## src/design/mrd_consts.svh

```systemverilog
// Sample memory sizes
`ifndef MRD_CONSTS_SVH
`define MRD_CONSTS_SVH

// ----------------------------------------------------------------------
// Data path
// ----------------------------------------------------------------------

// Real and imaginary part, each
`define MRD_DW 18

// ----------------------------------------------------------------------
// Memory organisation
// ----------------------------------------------------------------------

`define MRD_BANKS 7 // Bank = linear address mod 7

`define MRD_BANK_DEPTH 256 // Rows per bank

// Linear address, frames up to 1792 samples
`define MRD_AW 12

// One factor of the prime-factor map
`define MRD_FW 10

`define MRD_ROW_AW 8 // Row = linear address div 7

`endif

```

## src/design/mrd_pkg.sv

```systemverilog
// Sample memory types
package mrd_pkg;

	`include "mrd_consts.svh"

	// ------------------------------------------------------------------
	// Streams
	// ------------------------------------------------------------------

	typedef struct packed
	{
		logic                     sop;
		logic signed [`MRD_DW-1:0] re;
		logic signed [`MRD_DW-1:0] im;
	} mrd_in_t;

	typedef struct packed
	{
		logic                     sop;
		logic                     eop;
		logic signed [`MRD_DW-1:0] re;
		logic signed [`MRD_DW-1:0] im;
	} mrd_out_t;

	// Coprime factors, frame length is nf1 * nf2 * nf3
	typedef struct packed
	{
		logic [`MRD_FW-1:0] nf1;
		logic [`MRD_FW-1:0] nf2;
		logic [`MRD_FW-1:0] nf3;
	} mrd_cfg_t;

	// ------------------------------------------------------------------
	// Buffer side
	// ------------------------------------------------------------------

	typedef struct packed
	{
		logic [2:0]                bank;
		logic [`MRD_ROW_AW-1:0]    row;
		logic signed [`MRD_DW-1:0] re;
		logic signed [`MRD_DW-1:0] im;
	} mrd_wr_t;

	typedef struct packed
	{
		logic [2:0]             bank;
		logic [`MRD_ROW_AW-1:0] row;
	} mrd_rd_t;

	typedef struct packed
	{
		logic [`MRD_AW-1:0] len; // Stored samples
	} mrd_frame_t;

	typedef enum logic [1:0] {SINK_IDLE, SINK_RUN, SINK_HOLD} mrd_sink_state_e;

	typedef enum logic [1:0] {SRC_IDLE, SRC_READ, SRC_DRAIN} mrd_src_state_e;

endpackage

```

## src/design/mrd_sink_map.sv

```systemverilog
// Input sample mapper
`timescale 1ns/1ps
`include "mrd_consts.svh"

module mrd_sink_map (
	input  logic                   clk,
	input  logic                   rst_n,
	input  logic                   in_valid,
	output logic                   in_ready,
	input  mrd_pkg::mrd_in_t       in_data,
	input  mrd_pkg::mrd_cfg_t      cfg,
	input  logic                   frame_free,
	output logic                   wr_en,
	output mrd_pkg::mrd_wr_t       wr,
	output logic                   frame_done,
	output mrd_pkg::mrd_frame_t    frame
);

	import mrd_pkg::*;

	function automatic logic [`MRD_FW-1:0] inc_mod(input logic [`MRD_FW-1:0] d,
	                                                input logic [`MRD_FW-1:0] n);
		return (d == n - 1'b1) ? '0 : d + 1'b1;
	endfunction

	mrd_sink_state_e    state;
	mrd_cfg_t           cfg_r;
	mrd_cfg_t           cur_cfg;
	logic [`MRD_AW-1:0] len_r, cur_len;
	logic [`MRD_AW-1:0] smp_cnt;
	logic [`MRD_FW-1:0] d1, d2, d3;       // Digits of the next sample
	logic [`MRD_FW-1:0] d1_r, d2_r, d3_r; // Digits of the sample being written
	logic signed [`MRD_DW-1:0] re_r, im_r;
	logic               wr_vld_r, wr_last_r;
	logic               take, last;
	logic [`MRD_AW-1:0] lin_addr, row_full;

	assign in_ready = (state != SINK_HOLD);

	// Before sop nothing is stored
	assign take = in_valid && in_ready && (state == SINK_RUN || in_data.sop);

	// Factors come straight from cfg on the sop beat
	assign cur_cfg = (state == SINK_IDLE) ? cfg : cfg_r;
	assign cur_len = (state == SINK_IDLE) ? `MRD_AW'(cfg.nf1 * cfg.nf2 * cfg.nf3) : len_r;
	assign last    = take && (`MRD_AW'(smp_cnt + 1'b1) == cur_len);

	// ------------------------------------------------------------------
	// Control
	// ------------------------------------------------------------------
	always_ff @(posedge clk)
	begin
		if (!rst_n)
		begin
			state      <= SINK_IDLE;
			smp_cnt    <= '0;
			d1         <= '0;
			d2         <= '0;
			d3         <= '0;
			wr_vld_r   <= 1'b0;
			wr_last_r  <= 1'b0;
			frame_done <= 1'b0;
		end
		else
		begin
			wr_vld_r   <= take;
			wr_last_r  <= last;
			frame_done <= wr_vld_r && wr_last_r; // One cycle after the last write

			case (state)
				SINK_IDLE: if (take) state <= last ? SINK_HOLD : SINK_RUN;
				SINK_RUN:  if (last) state <= SINK_HOLD;
				SINK_HOLD: if (frame_free) state <= SINK_IDLE;
				default:   state <= SINK_IDLE;
			endcase

			if (last)
			begin
				smp_cnt <= '0;
				d1      <= '0;
				d2      <= '0;
				d3      <= '0;
			end
			else if (take)
			begin
				smp_cnt <= smp_cnt + 1'b1;
				d1      <= inc_mod(d1, cur_cfg.nf1);
				d2      <= inc_mod(d2, cur_cfg.nf2);
				d3      <= inc_mod(d3, cur_cfg.nf3);
			end
		end
	end

	// Payload stage
	always_ff @(posedge clk)
	begin
		if (take)
		begin
			d1_r <= d1;
			d2_r <= d2;
			d3_r <= d3;
			re_r <= in_data.re;
			im_r <= in_data.im;
		end
		if (take && state == SINK_IDLE)
		begin
			cfg_r <= cfg;
			len_r <= cur_len;
		end
		if (wr_vld_r && wr_last_r)
			frame.len <= len_r;
	end

	// ------------------------------------------------------------------
	// Address and bank split
	// ------------------------------------------------------------------
	assign lin_addr = d1_r * cfg_r.nf2 * cfg_r.nf3 + d2_r * cfg_r.nf3 + d3_r;
	assign row_full = lin_addr / `MRD_AW'(`MRD_BANKS);

	assign wr_en = wr_vld_r;

	always_comb
	begin
		wr.bank = 3'(lin_addr % `MRD_AW'(`MRD_BANKS));
		wr.row  = row_full[`MRD_ROW_AW-1:0];
		wr.re   = re_r;
		wr.im   = im_r;
	end

endmodule

```

## config.mk

```make
export PLATFORM = sky130hd
export DESIGN_NAME = mrd_sink_map
export DESIGN_NICKNAME = d
export VERILOG_FILES = /design/src/design/mrd_pkg.sv /design/src/design/mrd_sink_map.sv
export VERILOG_INCLUDE_DIRS = /design/src /design/src/design
export SDC_FILE = /design/constraint.sdc
export NUM_CORES = 1
export LEC_CHECK = 0
export CAP_MARGIN = 10
export CORE_AREA = 4 4 259 261
export CTS_CLUSTER_SIZE = 16
export DETAILED_ROUTE_END_ITERATION = 8
export DIE_AREA = 0 0 263 265
export DONT_BUFFER_PORTS = 1
export SYNTH_ARGS = -nofsm -noshare
export SYNTH_HDL_FRONTEND = slang
export SYNTH_SLANG_ARGS = --single-unit
```

## constraint.sdc

```tcl
create_clock -name clk -period 15.9 [get_ports clk]
set_clock_uncertainty 0.1 [all_clocks]
set_input_delay 2.385 -clock clk [delete_from_list [all_inputs] [get_ports clk]]
set_output_delay 2.385 -clock clk [all_outputs]
set_load 0.02 [all_outputs]
```

==> key figures <==
Clocking
  • Clock tree root buffer cell: clkbuf_16
  • H-tree depth: 4
  • CTS max path bufs: 2
  • Clock Sinks: 167
  • Number of buffers created by CTS: 17
  • Skew-Pair Late Insertion Delay: between 400 and 500 ps
  • CTS Hold Bufs: 0
  • Clock transition at path regs: 70 ps
  • TritonCTS clock tree: yes

Finish
  • Layout fillers: between 6000 and 7000
  • ANT cells: 0
  • Share of layout cells above drive strength 1: 0.0909
  • Final #Nets: 2370
  • Commonest non-fill, non-tap cell in the layout: inv_1
  • FF/Latch Area: about 0.0045 mm²
  • Area Overhead vs Synth: 12.2%
  • Multi-input gate area: around 0.013 mm²
  • Design area: 0.0210 mm²
  • Most frequent cells in the layout: 266 x inv_1, 211 x fa_1, 194 x nand2_1

Floorplanning
  • Die span in x: 263 µm
  • DIE HEIGHT: 265 µm
  • IO Pins: 133
  • Core Region: 0.0645 mm²
  • Die area: about 0.070 mm²
  • Core Rows: 93
  • Initial Util: 0.290

Run status
  • Status: finished, final reports clean

Placed design
  • Pre-CTS setup slack: -21.9 ps
  • I/O Buffers: 0
  • Post-DP HPWL: roughly 35 mm
  • Area after DPL: a little under 0.02 mm²
  • GPL Wtd Cong: about 0.84

Routing
  • Final WL: 46.5 mm
  • Initial DRC Count: 864
  • Via density: between 4 and 5
  • Detailed-route DRC error count: 0
  • Via count: around 13000
  • Routed Antenna Nets: 0
  • Detailed Routing Iterations Pass 1: 7
  • Wire per inst: roughly 17 µm

STA
  • Setup ws final: 315 ps
  • WHS: 363 ps
  • Fin Setup TNS: 0 ps
  • Tmin final: about 16000 ps
  • Fin. Hold Viols: 0
  • Unrepaired setup endpoints after global routing: true
  • Worst-Margin Slew: ~1200 ps
  • Final period utilization: 0.980
  • Max Freq: 64.2 MHz
  • Setup violators final: 0
  • Final Max Tran Viols: 0
  • Slew headroom: 0.233

Setup path
  • Most used cell, CP: fa_1
  • Slowest-stage cell, CP: fa_1
  • Largest delay contributor family on the critical path: adder cells
  • Critical Path RT: between 10000 and 15000 ps
  • R2r setup slk: about 12000 ps
  • Element type at the critical path start: flop
  • Worst r2r src: state[1]
  • R2R cell count: 11
  • WP buf/inv: 10
  • Worst Setup End Kind: output pin
  • CP arrival: 13100 ps
  • CP max stage delay: approximately 530 ps
  • Critical R2R Capture: smp_cnt[3]
  • CP Max Fanout: 6
  • Setup CP Type: flop to output pin

Global route
  • Initial antenna violation count: 1
  • GRT Util Overall: 0.132
  • First-pass GRT wire length: 75.1 mm
  • Largest net degree at the start of global routing: 76
  • Vias in the first global route: between 10000 and 15000
  • Grt total ovfl: 0

Logic synthesis
  • Count of cell types in the netlist: 74
  • Commonest register cell after synthesis: edfxtp_1
  • Yosys warns: 0
  • Seq/Total Area, Yosys: 0.243
  • Mapped Nets: roughly 2400
  • Async SR Flop Fraction: 0
  • Syn_area_per_cell: just under 10 µm²
  • Syn Inst Count: just under 2000
  • Yosys reg bits: 167
  • Mapped Area: 0.0187 mm²
  • Number of synthesized flops with an enable pin: 120

Hold path
  • Hold Crit Class: flop to flop
  • WHS Path Cells: 0
  • Hold Startpoint: len_r[4]
  • Hold EP: frame[4]

Flow run
  • Max_cap viols: 0
## per-stage QoR
stage,utilization,cells
after detailed placement,0.305,2744
after floorplan,-,1931
after CTS,0.318,2793
after global routing,0.325,2814
final,0.325,2814
after global placement,0.305,2744
## state kept, by name, summed over array words and instances, names as in the netlist
register    count
d1             10
d2             10
len_r          12
frame          12
wr_last_r       1
d3             10
d3_r           10
smp_cnt        12
frame_done      1
state           2
wr_en           1
re_r           18
d1_r           10
cfg_r          30
im_r           18
d2_r           10
## synthesized netlist by cell type (2+ instances only)
library cell	n	area, µm²
o221ai_1	3	26.3
o21ai_1	5	25.0
fa_1	213	4260
xnor2_1	152	1330
nand4_1	11	68.8
ha_1	140	1750
mux2_2	2	22.5
and3_1	34	213
nand2b_1	14	87.6
dfxtp_1	47	941
o31a_1	2	17.5
xnor3_1	6	135
or2_2	3	18.8
mux2i_1	34	340
o211ai_1	6	45.0
o31ai_1	2	15.0
buf_1	6	22.5
inv_1	274	1030
a21o_1	9	67.6
o21ai_0	33	165
o32ai_1	5	43.8
a211oi_1	3	22.5
a41oi_1	3	26.3
a32oi_1	2	17.5
or4_1	3	22.5
xor2_1	68	596
nor3_1	20	100
nor2_1	92	345
and4_1	2	17.5
and2_1	197	1230
nand3_1	39	195
nand3b_1	3	22.5
buf_2	4	20.0
clkbuf_1	56	210
o21a_1	5	37.5
a31oi_1	8	50.1
o21bai_1	8	60.1
a21oi_1	42	210
nand2_1	203	762
nor2b_1	19	119
edfxtp_1	120	3600
## worst reg2reg max path, delay by kind of cell, from the launching register on
family / cells / cell delay [ps]
flops: 1 / 460
simple gates: 7 / 2770
xor+xnor: 2 / 390
compound gates: 2 / 390
## worst max path at each step
stage / start / to / slack [ps] / cells after the start
3_3_place_gp: cfg_r[13] / wr[46] / 360 / 54
5_1_grt: d1_r[4] / wr[46] / -200 / 54
2_1_floorplan: cfg_r[13] / wr[46] / 360 / 51
3_5_place_dp: cfg_r[13] / wr[46] / -20 / 54
4_1_cts: d1_r[4] / wr[46] / 10 / 49
6_report: cfg_r[11] / wr[46] / 310 / 51
## routing by layer
metal  track usage  share of wire
met5             0              0
met4        0.0317          0.016
met3        0.0243          0.051
met2         0.227           0.49
met1         0.174           0.44
## repair_timing
action | 4_1_cts | 5_1_grt
setup endpoints to repair | 4 | 4
hold endpoints to repair | 0 | 0
gates resized for setup | 19 | 66
cloned | 0 | 0
buffers inserted | 17 | 21
pin swaps | 14 | 51
## cell type report
type	count	area share
multi-input combinational	1423	0.632
timing repair buffer	63	0.0233
tap	855	0.0511
sequential	167	0.217
inverter	274	0.0491
clock buffer	17	0.0203
clock inverter	15	0.00764
## logic make-up after synthesis
kind of cell / count (synthesis) / synth area share
simple gates: 646 / 0.174
mux: 38 / 0.0210
buf+inv: 341 / 0.0692
flops: 167 / 0.243
xor+xnor: 226 / 0.110
fa+ha+maj: 354 / 0.323
compound gates: 159 / 0.0596
Power is left out: the tool's default activity adds up to more than one toggle a clock period on the data nets, which glitch-free logic cannot reach.
