### src/design/mrd_consts.svh
// Sample memory sizes
`ifndef MRD_CONSTS_SVH
`define MRD_CONSTS_SVH

// ----------------------------------------------------------------------
// Data path
// ----------------------------------------------------------------------

// Real and imaginary part, each
`define MRD_DW 18

// ----------------------------------------------------------------------
// Memory organisation
// ----------------------------------------------------------------------

`define MRD_BANKS 7 // Bank = linear address mod 7

`define MRD_BANK_DEPTH 256 // Rows per bank

// Linear address, frames up to 1792 samples
`define MRD_AW 12

// One factor of the prime-factor map
`define MRD_FW 10

`define MRD_ROW_AW 8 // Row = linear address div 7

`endif

### src/design/mrd_pkg.sv
// Sample memory types
package mrd_pkg;

	`include "mrd_consts.svh"

	// ------------------------------------------------------------------
	// Streams
	// ------------------------------------------------------------------

	typedef struct packed
	{
		logic                     sop;
		logic signed [`MRD_DW-1:0] re;
		logic signed [`MRD_DW-1:0] im;
	} mrd_in_t;

	typedef struct packed
	{
		logic                     sop;
		logic                     eop;
		logic signed [`MRD_DW-1:0] re;
		logic signed [`MRD_DW-1:0] im;
	} mrd_out_t;

	// Coprime factors, frame length is nf1 * nf2 * nf3
	typedef struct packed
	{
		logic [`MRD_FW-1:0] nf1;
		logic [`MRD_FW-1:0] nf2;
		logic [`MRD_FW-1:0] nf3;
	} mrd_cfg_t;

	// ------------------------------------------------------------------
	// Buffer side
	// ------------------------------------------------------------------

	typedef struct packed
	{
		logic [2:0]                bank;
		logic [`MRD_ROW_AW-1:0]    row;
		logic signed [`MRD_DW-1:0] re;
		logic signed [`MRD_DW-1:0] im;
	} mrd_wr_t;

	typedef struct packed
	{
		logic [2:0]             bank;
		logic [`MRD_ROW_AW-1:0] row;
	} mrd_rd_t;

	typedef struct packed
	{
		logic [`MRD_AW-1:0] len; // Stored samples
	} mrd_frame_t;

	typedef enum logic [1:0] {SINK_IDLE, SINK_RUN, SINK_HOLD} mrd_sink_state_e;

	typedef enum logic [1:0] {SRC_IDLE, SRC_READ, SRC_DRAIN} mrd_src_state_e;

endpackage

### src/design/mrd_source_read.sv
// Linear order frame reader
`timescale 1ns/1ps
`include "mrd_consts.svh"

module mrd_source_read (
	input  logic                      clk,
	input  logic                      rst_n,
	input  logic                      frame_done,
	input  mrd_pkg::mrd_frame_t       frame,
	output logic                      rd_en,
	output mrd_pkg::mrd_rd_t          rd,
	input  logic signed [`MRD_DW-1:0] rd_re,
	input  logic signed [`MRD_DW-1:0] rd_im,
	output logic                      out_valid,
	input  logic                      out_ready,
	output mrd_pkg::mrd_out_t         out_data,
	output logic                      frame_free
);

	import mrd_pkg::*;

	mrd_src_state_e         state;
	logic [`MRD_AW-1:0]     len_r;
	logic [`MRD_AW-1:0]     rd_addr; // Linear read address
	logic [2:0]             rd_bank;
	logic [`MRD_ROW_AW-1:0] rd_row;
	logic                   rd_vld_r; // Read data arrives this cycle
	logic                   rd_sop_r, rd_eop_r;
	logic                   addr_last;

	// Two-entry output queue
	mrd_out_t               q [2];
	logic                   q_wr_ptr, q_rd_ptr;
	logic [1:0]             q_cnt;
	logic [2:0]             fill_after;
	logic                   issue, pop;

	assign addr_last = (rd_addr == len_r - 1'b1);
	assign pop       = out_valid && out_ready;

	// Entries held after this edge, counting the read returning now
	assign fill_after = 3'(q_cnt) + 3'(rd_vld_r) - 3'(pop);
	assign issue      = (state == SRC_READ) && (fill_after < 3'd2);

	assign rd_en   = issue;
	assign rd.bank = rd_bank;
	assign rd.row  = rd_row;

	// ------------------------------------------------------------------
	// Read address and state
	// ------------------------------------------------------------------
	always_ff @(posedge clk)
	begin
		if (!rst_n)
		begin
			state      <= SRC_IDLE;
			rd_addr    <= '0;
			rd_bank    <= '0;
			rd_row     <= '0;
			rd_vld_r   <= 1'b0;
			frame_free <= 1'b0;
		end
		else
		begin
			rd_vld_r   <= issue;
			frame_free <= pop && out_data.eop;

			case (state)
				SRC_IDLE:
				begin
					rd_addr <= '0;
					rd_bank <= '0;
					rd_row  <= '0;
					if (frame_done)
						state <= SRC_READ;
				end
				SRC_READ:
				begin
					if (issue)
					begin
						rd_addr <= rd_addr + 1'b1;
						if (rd_bank == 3'(`MRD_BANKS - 1)) // Wrap to next row
						begin
							rd_bank <= '0;
							rd_row  <= rd_row + 1'b1;
						end
						else
							rd_bank <= rd_bank + 1'b1;
						if (addr_last)
							state <= SRC_DRAIN;
					end
				end
				SRC_DRAIN: if (pop && out_data.eop) state <= SRC_IDLE;
				default:   state <= SRC_IDLE;
			endcase
		end
	end

	// Frame length and tags travel alongside the read
	always_ff @(posedge clk)
	begin
		if (state == SRC_IDLE && frame_done)
			len_r <= frame.len;
		rd_sop_r <= (rd_addr == '0);
		rd_eop_r <= addr_last;
	end

	// ------------------------------------------------------------------
	// Output queue
	// ------------------------------------------------------------------
	always_ff @(posedge clk)
	begin
		if (!rst_n)
		begin
			q_cnt    <= '0;
			q_wr_ptr <= 1'b0;
			q_rd_ptr <= 1'b0;
		end
		else
		begin
			q_cnt <= q_cnt + 2'(rd_vld_r) - 2'(pop);
			if (rd_vld_r)
				q_wr_ptr <= ~q_wr_ptr;
			if (pop)
				q_rd_ptr <= ~q_rd_ptr;
		end
	end

	always_ff @(posedge clk)
	begin
		if (rd_vld_r)
			q[q_wr_ptr] <= '{sop: rd_sop_r, eop: rd_eop_r, re: rd_re, im: rd_im};
	end

	assign out_valid = (q_cnt != '0);
	assign out_data  = q[q_rd_ptr]; // Head stays put until popped

endmodule

### config.mk
export PLATFORM = sky130hd
export DESIGN_NAME = mrd_source_read
export DESIGN_NICKNAME = d
export VERILOG_FILES = /design/src/design/mrd_pkg.sv /design/src/design/mrd_source_read.sv
export VERILOG_INCLUDE_DIRS = /design/src /design/src/design
export SDC_FILE = /design/constraint.sdc
export NUM_CORES = 1
export LEC_CHECK = 0
export ABC_AREA = 1
export BUFFER_PORTS_ARGS = -buffer_cell sky130_fd_sc_hd__buf_2
export CAP_MARGIN = 20
export CORE_MARGIN = 3
export CORE_UTILIZATION = 45
export DETAILED_ROUTE_END_ITERATION = 8
export GPL_TIMING_DRIVEN = 0
export PLACE_DENSITY = 0.69
export SETUP_SLACK_MARGIN = 0.1
export SLEW_MARGIN = 10
export SYNTH_ARGS = -nofsm -noshare
export SYNTH_HDL_FRONTEND = slang
export SYNTH_SLANG_ARGS = --single-unit
export TNS_END_PERCENT = 10
### constraint.sdc
create_clock -name clk -period 5.6 [get_ports clk]
set_clock_uncertainty 0.2 [all_clocks]
set_input_delay 0.84 -clock clk [delete_from_list [all_inputs] [get_ports clk]]
set_output_delay 0.84 -clock clk [all_outputs]
set_load 0.05 [all_outputs]
==> qor.txt, run 1 <==
PwrDens -> 455.3 mW/mm^2
clk slew on worst S/H paths -> 0.05 ns
DR vias -> 3525
Non-Filler Instances -> 711
most frequent cell after synthesis -> edfxtp_1
# diodes -> 0
TritonCTS clock tree -> built
WP data required -> 4.56 ns
CP Class -> primary input to output pin
number of distinct library cells after synthesis -> 38
final hold slack -> 0.2193 ns
first-pass GRT wire length -> 16960 um
RSZ-0062 raised after global routing -> no
final setup violation count -> 0
CTS Hold Bufs -> 0
largest fanout on the critical path -> 8
Fmax -> 264.5 MHz
critical path startpoint -> out_ready
area occupied by multi-input gates -> 0.001623 sq mm
Die ar. -> 0.01278 sq mm
Arrival @ worst endpoint -> 2.74 ns
total power after layout -> 2.950 mW
Hold Crit Start -> rd_sop_r
Setup crit start kind -> primary input
overall routing resource usage -> 16.77%
crit-path cells -> buf_2 -> nand2_1 -> inv_1 -> ha_1 -> inv_1 -> ha_1 -> fa_1 -> nand3b_4 -> nor2_8 -> buf_2
Max H-tree Level -> 4
Mapped Area -> 0.005157 sq mm
Core Area -> 0.01103 sq mm
Reg2Reg Setup Slack -> 2.63 ns
DR DRC count -> 0
largest net degree at the start of global routing -> 38
RR Endpoint -> rd_row[4]
status -> complete, no violations
number of buffers and inverters on the critical path -> 4
main flop type after synthesis -> edfxtp_1
Commonest cells post-synth -> edfxtp_1 (88), nand2_1 (77), inv_1 (44)
DR WL/cell -> 14.36 um
Placement Rows -> 38
CP max stage delay -> 0.48 ns
setup TNS -> 0 ns
Worst VDD drop -> 0.2503 mV
Final Cycle Share -> 67.52%
Seq cells post-synth -> 122
dpl hpwl -> 7117 um
root buf cell -> clkbuf_16
fin. max-slew vios -> 0
largest area contributor in the netlist -> edfxtp_1
Relative slew margins -> 56.14%
Fin. Hold Viols -> 0
DP Cell Count -> 679
layout cells sized above 1 -> 33.98%
# fillers -> 941
Crit path max-delay family -> adder cells
drt pass-1 iters -> 5
Die Y -> 113.1 um
Final Critical Period -> 3.781 ns
area delta synth->final -> 25.62%
syn_area_per_cell -> 11.86 sq um
FFs w/ async S/R, synth -> 0%
Starting Density -> 46.76%
post-CTS sizing -> 0
# IOs -> 104
# clock sinks -> 122
Min-Delay Path Class -> register to register
hold depth -> 0
overflow left after global routing -> 0
number of max-cap violations -> 0
Area contributors post-synth -> edfxtp_1 (51%), dfxtp_1 (13%), mux2_2 (8.3%)
Worst setup EP type -> output pin
slowest CP cell -> fa_1
Routed WL -> 10210 um
Post-synth EDFFs -> 88
origin of the critical flop-to-flop path -> q_cnt[1]
later-pin clock latency in the skew report -> 0.40 ns
worst r2r path cells -> 17
register area share after synthesis -> 64.43%
post-CTS setup buffers -> 0
number of buffers created by CTS -> 17
initial antenna violation count -> 0
clk buf depth -> 2
Synth top area share -> 51.24%
LEAKAGE -> 2.615 nW
Ys Warns -> 0
measured slew at the worst slew-check pin -> 0.6564 ns
Die Width -> 113.1 um
area occupied by registers -> 0.003323 sq mm
Synth Instances -> 435
hold worst-path end -> q[1][37]
Iter 0 DRT Violations -> 201
routed vias/inst -> 4.958
NumNets Final -> 617
ANT nets after route -> 0
post-synth net total -> 494
vias in the first global route -> 3650
Final GP Congestion -> 0.8243
count of port buffers added during placement -> 102
==> cell usage in the layout, fill, tap and decap left out, drive strengths merged, types with 2 or more instances in the layout <==
master | Yosys | layout
nor2 | 37 | 37
buf | 3 | 107
nand3 | 24 | 24
and3 | 3 | 3
edfxtp | 88 | 88
dfxtp | 34 | 34
xor2 | 4 | 4
clkinv | 2 | 6
a21oi | 18 | 18
nand3b | 2 | 2
nand4 | 6 | 6
inv | 49 | 50
ha | 6 | 6
clkbuf | 3 | 29
mux2 | 38 | 38
a211oi | 6 | 6
xnor2 | 4 | 4
nor3 | 10 | 10
nand2 | 79 | 79
o21ai | 11 | 11
==> cell families after synthesis <==
logic type,count (synthesis),share of synthesized area (%)
simple gates,164,15.55
buf+inv,57,4.246
xor+xnor,8,1.358
compound gates,39,4.270
mux,38,8.297
flops,122,64.43
fa+ha+maj,7,1.844
==> through the flow <==
step                      cell area, sq um  worst slack, ns  utilization, %
after CTS                             6479            1.795           58.73
after global placement                5843            1.855           52.97
after floorplan                       5157            2.226               -
after detailed placement              5898            1.797           53.47
after global routing                  6479            1.670           58.73
final                                 6479            1.819           58.73
==> state kept, by name (all words and copies together) (netlist names), named ones only <==
register / flops
rd_bank: 3
len_r: 12
frame_free: 1
rd_vld_r: 1
rd_row: 8
q_cnt: 2
q: 76
rd_sop_r: 1
state: 2
q_wr_ptr: 1
q_rd_ptr: 1
rd_addr: 12
rd_eop_r: 1
==> power breakdown <==
group / internal [mW] / switching [mW]
sequential: 1.06 / 0.0326
combinational: 0.235 / 0.575
clock: 0.683 / 0.365
total: 1.98 / 0.972
==> worst max path at each step <==
stage	to	cells after the start	slack [ns]
CTS	rd_en	10	1.80
floorplan	rd_en	8	2.23
finish	rd_en	10	1.82
global placement	rd_en	10	1.85
detailed placement	rd_en	10	1.80
global route	rd_en	11	1.67
==> layout make-up <==
class / count / share of cell area (%)
plain buffers: 6 / 0.4249
inverters: 51 / 2.955
flip-flops and latches: 122 / 51.29
clock inverters: 6 / 0.9270
clock buffers: 26 / 8.034
repair buffers: 104 / 8.613
multi-input cells: 256 / 25.05
well taps: 140 / 2.704
==> worst reg2reg max path: stages, from the launching register on <==
cell,delay [ns]
dfxtp_1,0.31
inv_2,0.09
nand2_1,0.08
nand2_1,0.06
inv_1,0.08
ha_1,0.28
inv_1,0.04
ha_1,0.19
fa_1,0.48
nand3b_4,0.22
nor2_8,0.18
nand3_4,0.11
nand2_4,0.10
inv_2,0.08
nor3_2,0.18
nand3_1,0.10
nand2_1,0.07
nor2_1,0.04
==> layer usage <==
layer	global-route usage, %	part of all wire, %
met1	20.23	44
met2	29.03	50
met3	4.920	5.9
met4	5.208	0.39
met5	0	0
(Power assumes the default switching activity.)
==> run 2, diff against run 1 <==
Settings changed: ABC_AREA 1 to 0, PLACE_DENSITY 0.69 to 0.7.
Clock period 5.6 ns to 3.5 ns, I/O delays scaled along.
==> run 2 against run 1 <==
First-iteration DRC count decreased by 29%. Power grew 93%. Utilization increased by 4.1 points. Synthesized cell count shrank 16%. Flip-flop and latch count stayed put. Global-route usage rose by 1.1 points. Register-to-register slack worse by 2.6 ns. Clock-buffer cell count is 8 lower. Via count rose by 0.23%.
==> qor.txt, run 2 <==
number of distinct library cells after synthesis -> 50 (+32%)
most frequent cell after synthesis -> edfxtp_1
placed instance area -> 0.005863 sq mm (-0.59%)
first-pass GRT wire length -> 17540 um (+3.4%)
post-synth net total -> 426 (-14%)
main flop type after synthesis -> edfxtp_1
overall routing resource usage -> 17.84% (+1.1 points)
Routed WL -> 10790 um (+5.7%)
largest area contributor in the netlist -> edfxtp_1
max reg flops -> 76 (unchanged)
routed vias/inst -> 5.242 (+5.7%)
status -> complete, no violations
# fillers -> 849 (-9.8%)
overflow left after global routing -> 0 (unchanged)
drt pass-1 iters -> 4 (-1)
Max H-tree Level -> 4 (unchanged)
Commonest cells post-synth -> edfxtp_1 (88), mux2_2 (38), dfxtp_1 (34)
largest fanout on the critical path -> 4 (-4)
Post-synth EDFFs -> 88 (unchanged)
count of port buffers added during placement -> 103 (+0.98%)
register area share after synthesis -> 65.21% (+0.78 points)
Final Critical Period -> 3.443 ns
initial antenna violation count -> 0 (unchanged)
syn_area_per_cell -> 13.89 sq um (+17%)
fin. max-slew vios -> 0 (unchanged)
Worst setup EP type -> output pin
Synth top area share -> 51.85% (+0.62 points)
DR DRC count -> 0 (unchanged)
TritonCTS clock tree -> built
CTS Hold Bufs -> 0 (unchanged)
Starting Density -> 46.60% (-0.15 points)
Relative slew margins -> 44.34% (-12 points)
Area contributors post-synth -> edfxtp_1 (52%), dfxtp_1 (13%), mux2_2 (8.4%)
# diodes -> 0 (unchanged)
final setup violation count -> 0 (unchanged)
RSZ-0062 raised after global routing -> yes
Regs by FF count -> q x76, len_r x12, rd_addr x12
Final GP Congestion -> 0.7729 (-6.2%)
total power after layout -> 5.707 mW (+93%)
Setup crit start kind -> register
vias in the first global route -> 3582 (-1.9%)
CP Class -> register to output pin
area delta synth->final -> 34.79%
Arrival @ worst endpoint -> 2.72 ns (-0.02 ns)
Synth Instances -> 367 (-16%)
Fmax -> 290.4 MHz
setup TNS -> 0 ns (unchanged)
Die Y -> 112.4 um (-0.57%)
Die Width -> 112.4 um (-0.57%)
largest net degree at the start of global routing -> 24 (-37%)
dpl hpwl -> 7073 um (-0.63%)
Fin. Hold Viols -> 0 (unchanged)
# clock sinks -> 122 (unchanged)
Iter 0 DRT Violations -> 142 (-29%)
PwrDens -> 830.8 mW/mm^2 (+82%)
clk slew on worst S/H paths -> 0.05 ns (about the same)
design area -> 0.006869 sq mm (+6.0%)
NumNets Final -> 580 (-6.0%)
DR WL/cell -> 16.01 um (+11%)
number of max-cap violations -> 0 (unchanged)
FFs w/ async S/R, synth -> 0% (unchanged)
root buf cell -> clkbuf_16
Core Area -> 0.01094 sq mm (-0.86%)
Seq cells post-synth -> 122 (unchanged)
Min-Delay Path Class -> primary input to register
Ys Warns -> 0 (unchanged)
layout cells sized above 1 -> 42.70% (+8.7 points)
Worst VDD drop -> 0.4484 mV (+79%)
Placement Rows -> 38 (unchanged)
commonest non-fill, non-tap cells in the layout -> buf_2 (102), edfxtp_1 (88), mux2_2 (38)
later-pin clock latency in the skew report -> 0.41 ns (about the same)
WP data required -> 2.77 ns (-1.79 ns)
# IOs -> 104 (unchanged)
Die ar. -> 0.01264 sq mm (-1.1%)
Top reg by flops -> q
ANT nets after route -> 0 (unchanged)
clk buf depth -> 2 (unchanged)
most common cell after layout, fill and taps aside -> buf_2
Final Cycle Share -> 98.37%
measured slew at the worst slew-check pin -> 0.8278 ns (+0.1715 ns)
Mapped Area -> 0.005096 sq mm (-1.2%)
number of buffers created by CTS -> 17 (unchanged)
DR vias -> 3533 (+0.23%)
LEAKAGE -> 2.632 nW (+0.63%)
## run 2: cell types whose count changed after synthesis, sizes merged, moves of 10 or more
cell / delta
nand2: -60
inv: -34
nor2: -26
nand3: -19
or3: +12
a21oi: -10
## run 2: metal layers
layer / global-route usage (%) / routed length [um]
met3: 4.582 / 622
met1: 22.03 / 4546
met5: 0 / 0
met4: 7.612 / 176
met2: 29.84 / 5443
## run 2: area by class of cell
| type | count | area (sq um) | area share (%) |
|---|---|---|---|
| flip-flops and latches | 122 | 3326 | 48.42 |
| multi-input cells | 217 | 1738 | 25.30 |
| repair buffers | 135 | 805.8 | 11.73 |
| clock buffers | 18 | 429.2 | 6.248 |
| clock inverters | 14 | 269.0 | 3.916 |
| well taps | 140 | 175.2 | 2.550 |
| plain buffers | 13 | 66.31 | 0.9654 |
| inverters | 15 | 60.06 | 0.8743 |
## run 2: path summary, 6_finish.rpt
check | from | to | cells past startpoint | slack, ns
worst min-delay path | frame[7] | len_r[7] | 1 | 0.09
worst min register to register | rd_sop_r | q[1][37] | 0 | 0.23
worst max register to register | q_cnt[1] | register | 24 | 0.08
worst max-delay path | q_cnt[1] | rd_en | 13 | 0.06
## run 2: cell families (layout without fill, tap and decap cells)
logic type / after synthesis / in the layout / share of synthesized area [%]
XOR/XNOR: 19 / 19 / 3.265
flip-flops: 122 / 122 / 65.21
AND/OR/NAND/NOR: 105 / 105 / 11.96
multiplexers: 43 / 43 / 9.379
buffers and inverters: 28 / 195 / 2.210
AO/OA/AOI/OAI: 43 / 43 / 6.113
adder cells (fa/ha/maj): 7 / 7 / 1.866
## run 2: stage by stage
| step | cells | hold WS (ns) | util, % | setup WS, ns |
|---|---|---|---|---|
| 3_5_place_dp | 612 | 0.2197 | 53.62 | -0.1787 |
| 6_report | 674 | 0.08944 | 62.81 | 0.05691 |
| 2_1_floorplan | 367 | 0.2037 | - | 0.1245 |
| 4_1_cts | 673 | 0.07097 | 62.53 | 0.05876 |
| 3_3_place_gp | 610 | 0.2057 | 53.03 | -0.2754 |
| 5_1_grt | 674 | 0.07059 | 62.81 | -0.003997 |
## run 2: repair_timing
item,CTS,global route
endpoints found under the setup margin,3,7
pin swaps,6,4
resized for setup,16,3
buffers inserted,29,1
endpoints found under the hold margin,0,0
## run 2: worst max-delay path, stage by stage, from the launching register on
cell and delay, ns:
dfxtp_2 0.33, inv_2 0.08, nand2_4 0.06, nand2_4 0.06
inv_2 0.05, ha_4 0.25, inv_2 0.04, ha_4 0.15
fa_2 0.40, xnor2_2 0.16, or3_1 0.33, clkbuf_8 0.17
clkinvlp_4 0.08, buf_8 0.14
## run 2: where the power goes
| part | switching [mW] | leakage [nW] | internal, mW | total, mW |
|---|---|---|---|---|
| registers | 0.0695 | 1.08 | 1.72 | 1.79 |
| logic | 1.16 | 1.22 | 0.727 | 1.88 |
| clock network | 0.624 | 0.331 | 1.41 | 2.04 |
==> run 3, diff against run 2 <==
--- a/constraint.sdc
+++ b/constraint.sdc
@@ -4,2 +4,2 @@
 set_output_delay 0.525 -clock clk [all_outputs]
-set_load 0.05 [all_outputs]
+set_load 0.005 [all_outputs]
==> run 3 against run 2 <==
Power decreased by 23%. Highest routed layer unchanged. Setup slack improved by 0.12 ns. Sequential power about the same. Non-clock buffer count is 15 lower. Routed wire length decreased by 5.5%. First-iteration DRC count fell by 11%. Hold slack better by 0.0064 ns. Combinational power fell by 40%. Maximum frequency is 3.5% higher. Die area unchanged.
==> qor.txt, run 3 (same netlist as run 2, synthesis figures left out) <==
first-pass GRT wire length -> 16300 um (-7.1%)
Iter 0 DRT Violations -> 126 (-11%)
commonest non-fill, non-tap cells in the layout -> buf_2 (102), edfxtp_1 (88), mux2_2 (38)
most used cell, CP -> inv_2
measured slew at the worst slew-check pin -> 0.7729 ns (-0.05488 ns)
Switching Fraction -> 26.16% (-6.3 points)
vias in the first global route -> 3413 (-4.7%)
CP Class -> register to output pin
most common cell after layout, fill and taps aside -> buf_2
area delta synth->final -> 28.53%
PwrDens -> 674.0 mW/mm^2 (-19%)
Regs by FF count -> q x76, len_r x12, rd_addr x12
area occupied by registers -> 0.003324 sq mm (about the same)
later-pin clock latency in the skew report -> 0.40 ns (about the same)
Non-Filler Instances -> 658 (-2.4%)
clock share of power -> 34.1% (-1.6 points)
DR WL/cell -> 15.50 um (-3.2%)
critical path startpoint -> q_cnt[1]
largest fanout on the critical path -> 5 (+1)
ANT nets after route -> 0 (unchanged)
layout cells sized above 1 -> 39.58% (-3.1 points)
Top reg by flops -> q
Worst setup EP type -> output pin
Core Area -> 0.01094 sq mm (unchanged)
Final Cycle Share -> 95.06% (-3.3 points)
NetSw -> 1.155 mW (-38%)
Internal -> 3.260 mW (-15%)
Max H-tree Level -> 4 (unchanged)
largest net degree at the start of global routing -> 29 (+21%)
slowest CP cell -> fa_2
sequential share of power -> 40.4% (+9.1 points)
Placement Rows -> 38 (unchanged)
root buf cell -> clkbuf_16
Relative slew margins -> 48.03% (+3.7 points)
combinational share of power -> 25.4% (-7.6 points)
count of port buffers added during placement -> 103 (unchanged)
# IOs -> 104 (unchanged)
Die ar. -> 0.01264 sq mm (unchanged)
max reg flops -> 76 (unchanged)
Hold Crit Start -> frame[7]
fin. max-slew vios -> 0 (unchanged)
Worst VDD drop -> 0.3554 mV (-21%)
overflow left after global routing -> 0 (unchanged)
CP max stage delay -> 0.43 ns (+0.03 ns)
# diodes -> 0 (unchanged)
Starting Density -> 46.60% (unchanged)
# clock sinks -> 122 (unchanged)
final setup violation count -> 0 (unchanged)
DR vias -> 3362 (-4.8%)
Final Critical Period -> 3.327 ns (-0.1161 ns)
setup TNS -> 0 ns (unchanged)
TritonCTS clock tree -> built
initial antenna violation count -> 0 (unchanged)
overall routing resource usage -> 16.37% (-1.5 points)
clk slew on worst S/H paths -> 0.05 ns (about the same)
DR DRC count -> 0 (unchanged)
Routed WL -> 10200 um (-5.5%)
area occupied by multi-input gates -> 0.001734 sq mm (-0.22%)
Setup crit start kind -> register
WP data required -> 2.77 ns (about the same)
clk buf depth -> 2 (unchanged)
final hold slack -> 0.09584 ns (+0.006397 ns)
Arrival @ worst endpoint -> 2.60 ns (-0.12 ns)
LEAKAGE -> 2.470 nW (-6.1%)
NumNets Final -> 566 (-2.4%)
crit-path cells -> inv_2 -> nand2_2 -> nand2_2 -> inv_2 -> ha_4 -> inv_2 -> ha_4 -> fa_2 -> xnor2_4 -> or3_4 -> buf_8 -> clkinv_4 -> buf_6
# fillers -> 893 (+5.2%)
dpl hpwl -> 6856 um (-3.1%)
Fin. Hold Viols -> 0 (unchanged)
Die Width -> 112.4 um (unchanged)
number of buffers created by CTS -> 17 (unchanged)
DP Cell Count -> 612 (unchanged)
number of max-cap violations -> 0 (unchanged)
RSZ-0062 raised after global routing -> no
Die Y -> 112.4 um (unchanged)
status -> complete, no violations
Min-Delay Path Class -> primary input to register
Final GP Congestion -> 0.7798 (+0.89%)
origin of the critical flop-to-flop path -> q_cnt[1]
Fmax -> 300.6 MHz (+3.5%)
routed vias/inst -> 5.109 (-2.5%)
drt pass-1 iters -> 4 (unchanged)
total power after layout -> 4.414 mW (-23%)
## run 3: layer usage
layer,vias to the layer above,global-route usage [%],wire (um)
met5,-,0,0
met4,0,5.769,116
met3,12,4.690,528
met2,105,27.06,5025
met1,1582,20.69,4528
li1,1663,-,-
## run 3: power by group through the flow
stage	combinational [mW]	clock, mW	sequential [mW]
after floorplan	0.535	0	1.79
after global placement	0.837	0	1.81
after detailed placement	0.871	0	1.81
after CTS	0.996	1.54	1.78
after global routing	1.23	1.62	1.79
final	1.12	1.51	1.78
## run 3: cell type report
cell class,instances,share of cell area [%]
repair buffers,120,10.30
inverters,15,0.9360
flip-flops and latches,122,50.75
multi-input cells,218,26.48
clock buffers,17,6.495
well taps,140,2.674
clock inverters,13,1.337
plain buffers,13,1.032
## run 3: worst paths after layout
check,slack (ns),to,cells after the start
worst max-delay path,0.17,rd_en,13
worst min-delay path,0.1,len_r[7],1
worst max register to register,0.21,rd_row[7],14
worst min register to register,0.23,q[0][37],0
## run 3: critical path, delay by kind of cell, from the launching register on
kind / cells / cell delay (ns)
xor gates and xnor gates: 1 / 0.16
adders and majority gates: 3 / 0.83
buffers and inverters: 6 / 0.40
DFF: 1 / 0.32
and+or+nand+nor: 3 / 0.48
## run 3: what timing repair did
action,CTS,global route
resized for setup,14,9
hold endpoints to repair,0,0
hold buffers,0,0
endpoints found under the setup margin,6,7
pin swaps,4,7
cloned,0,1
setup buffers,7,7
## run 3: stage by stage
step	util, %	area, sq um	setup slack, ns
floorplan	-	5096	0.1279
global placement	52.92	5787	-0.2448
detailed placement	53.36	5836	-0.1659
CTS	58.84	6435	0.1099
global route	59.90	6550	0.08520
finish	59.90	6550	0.1731
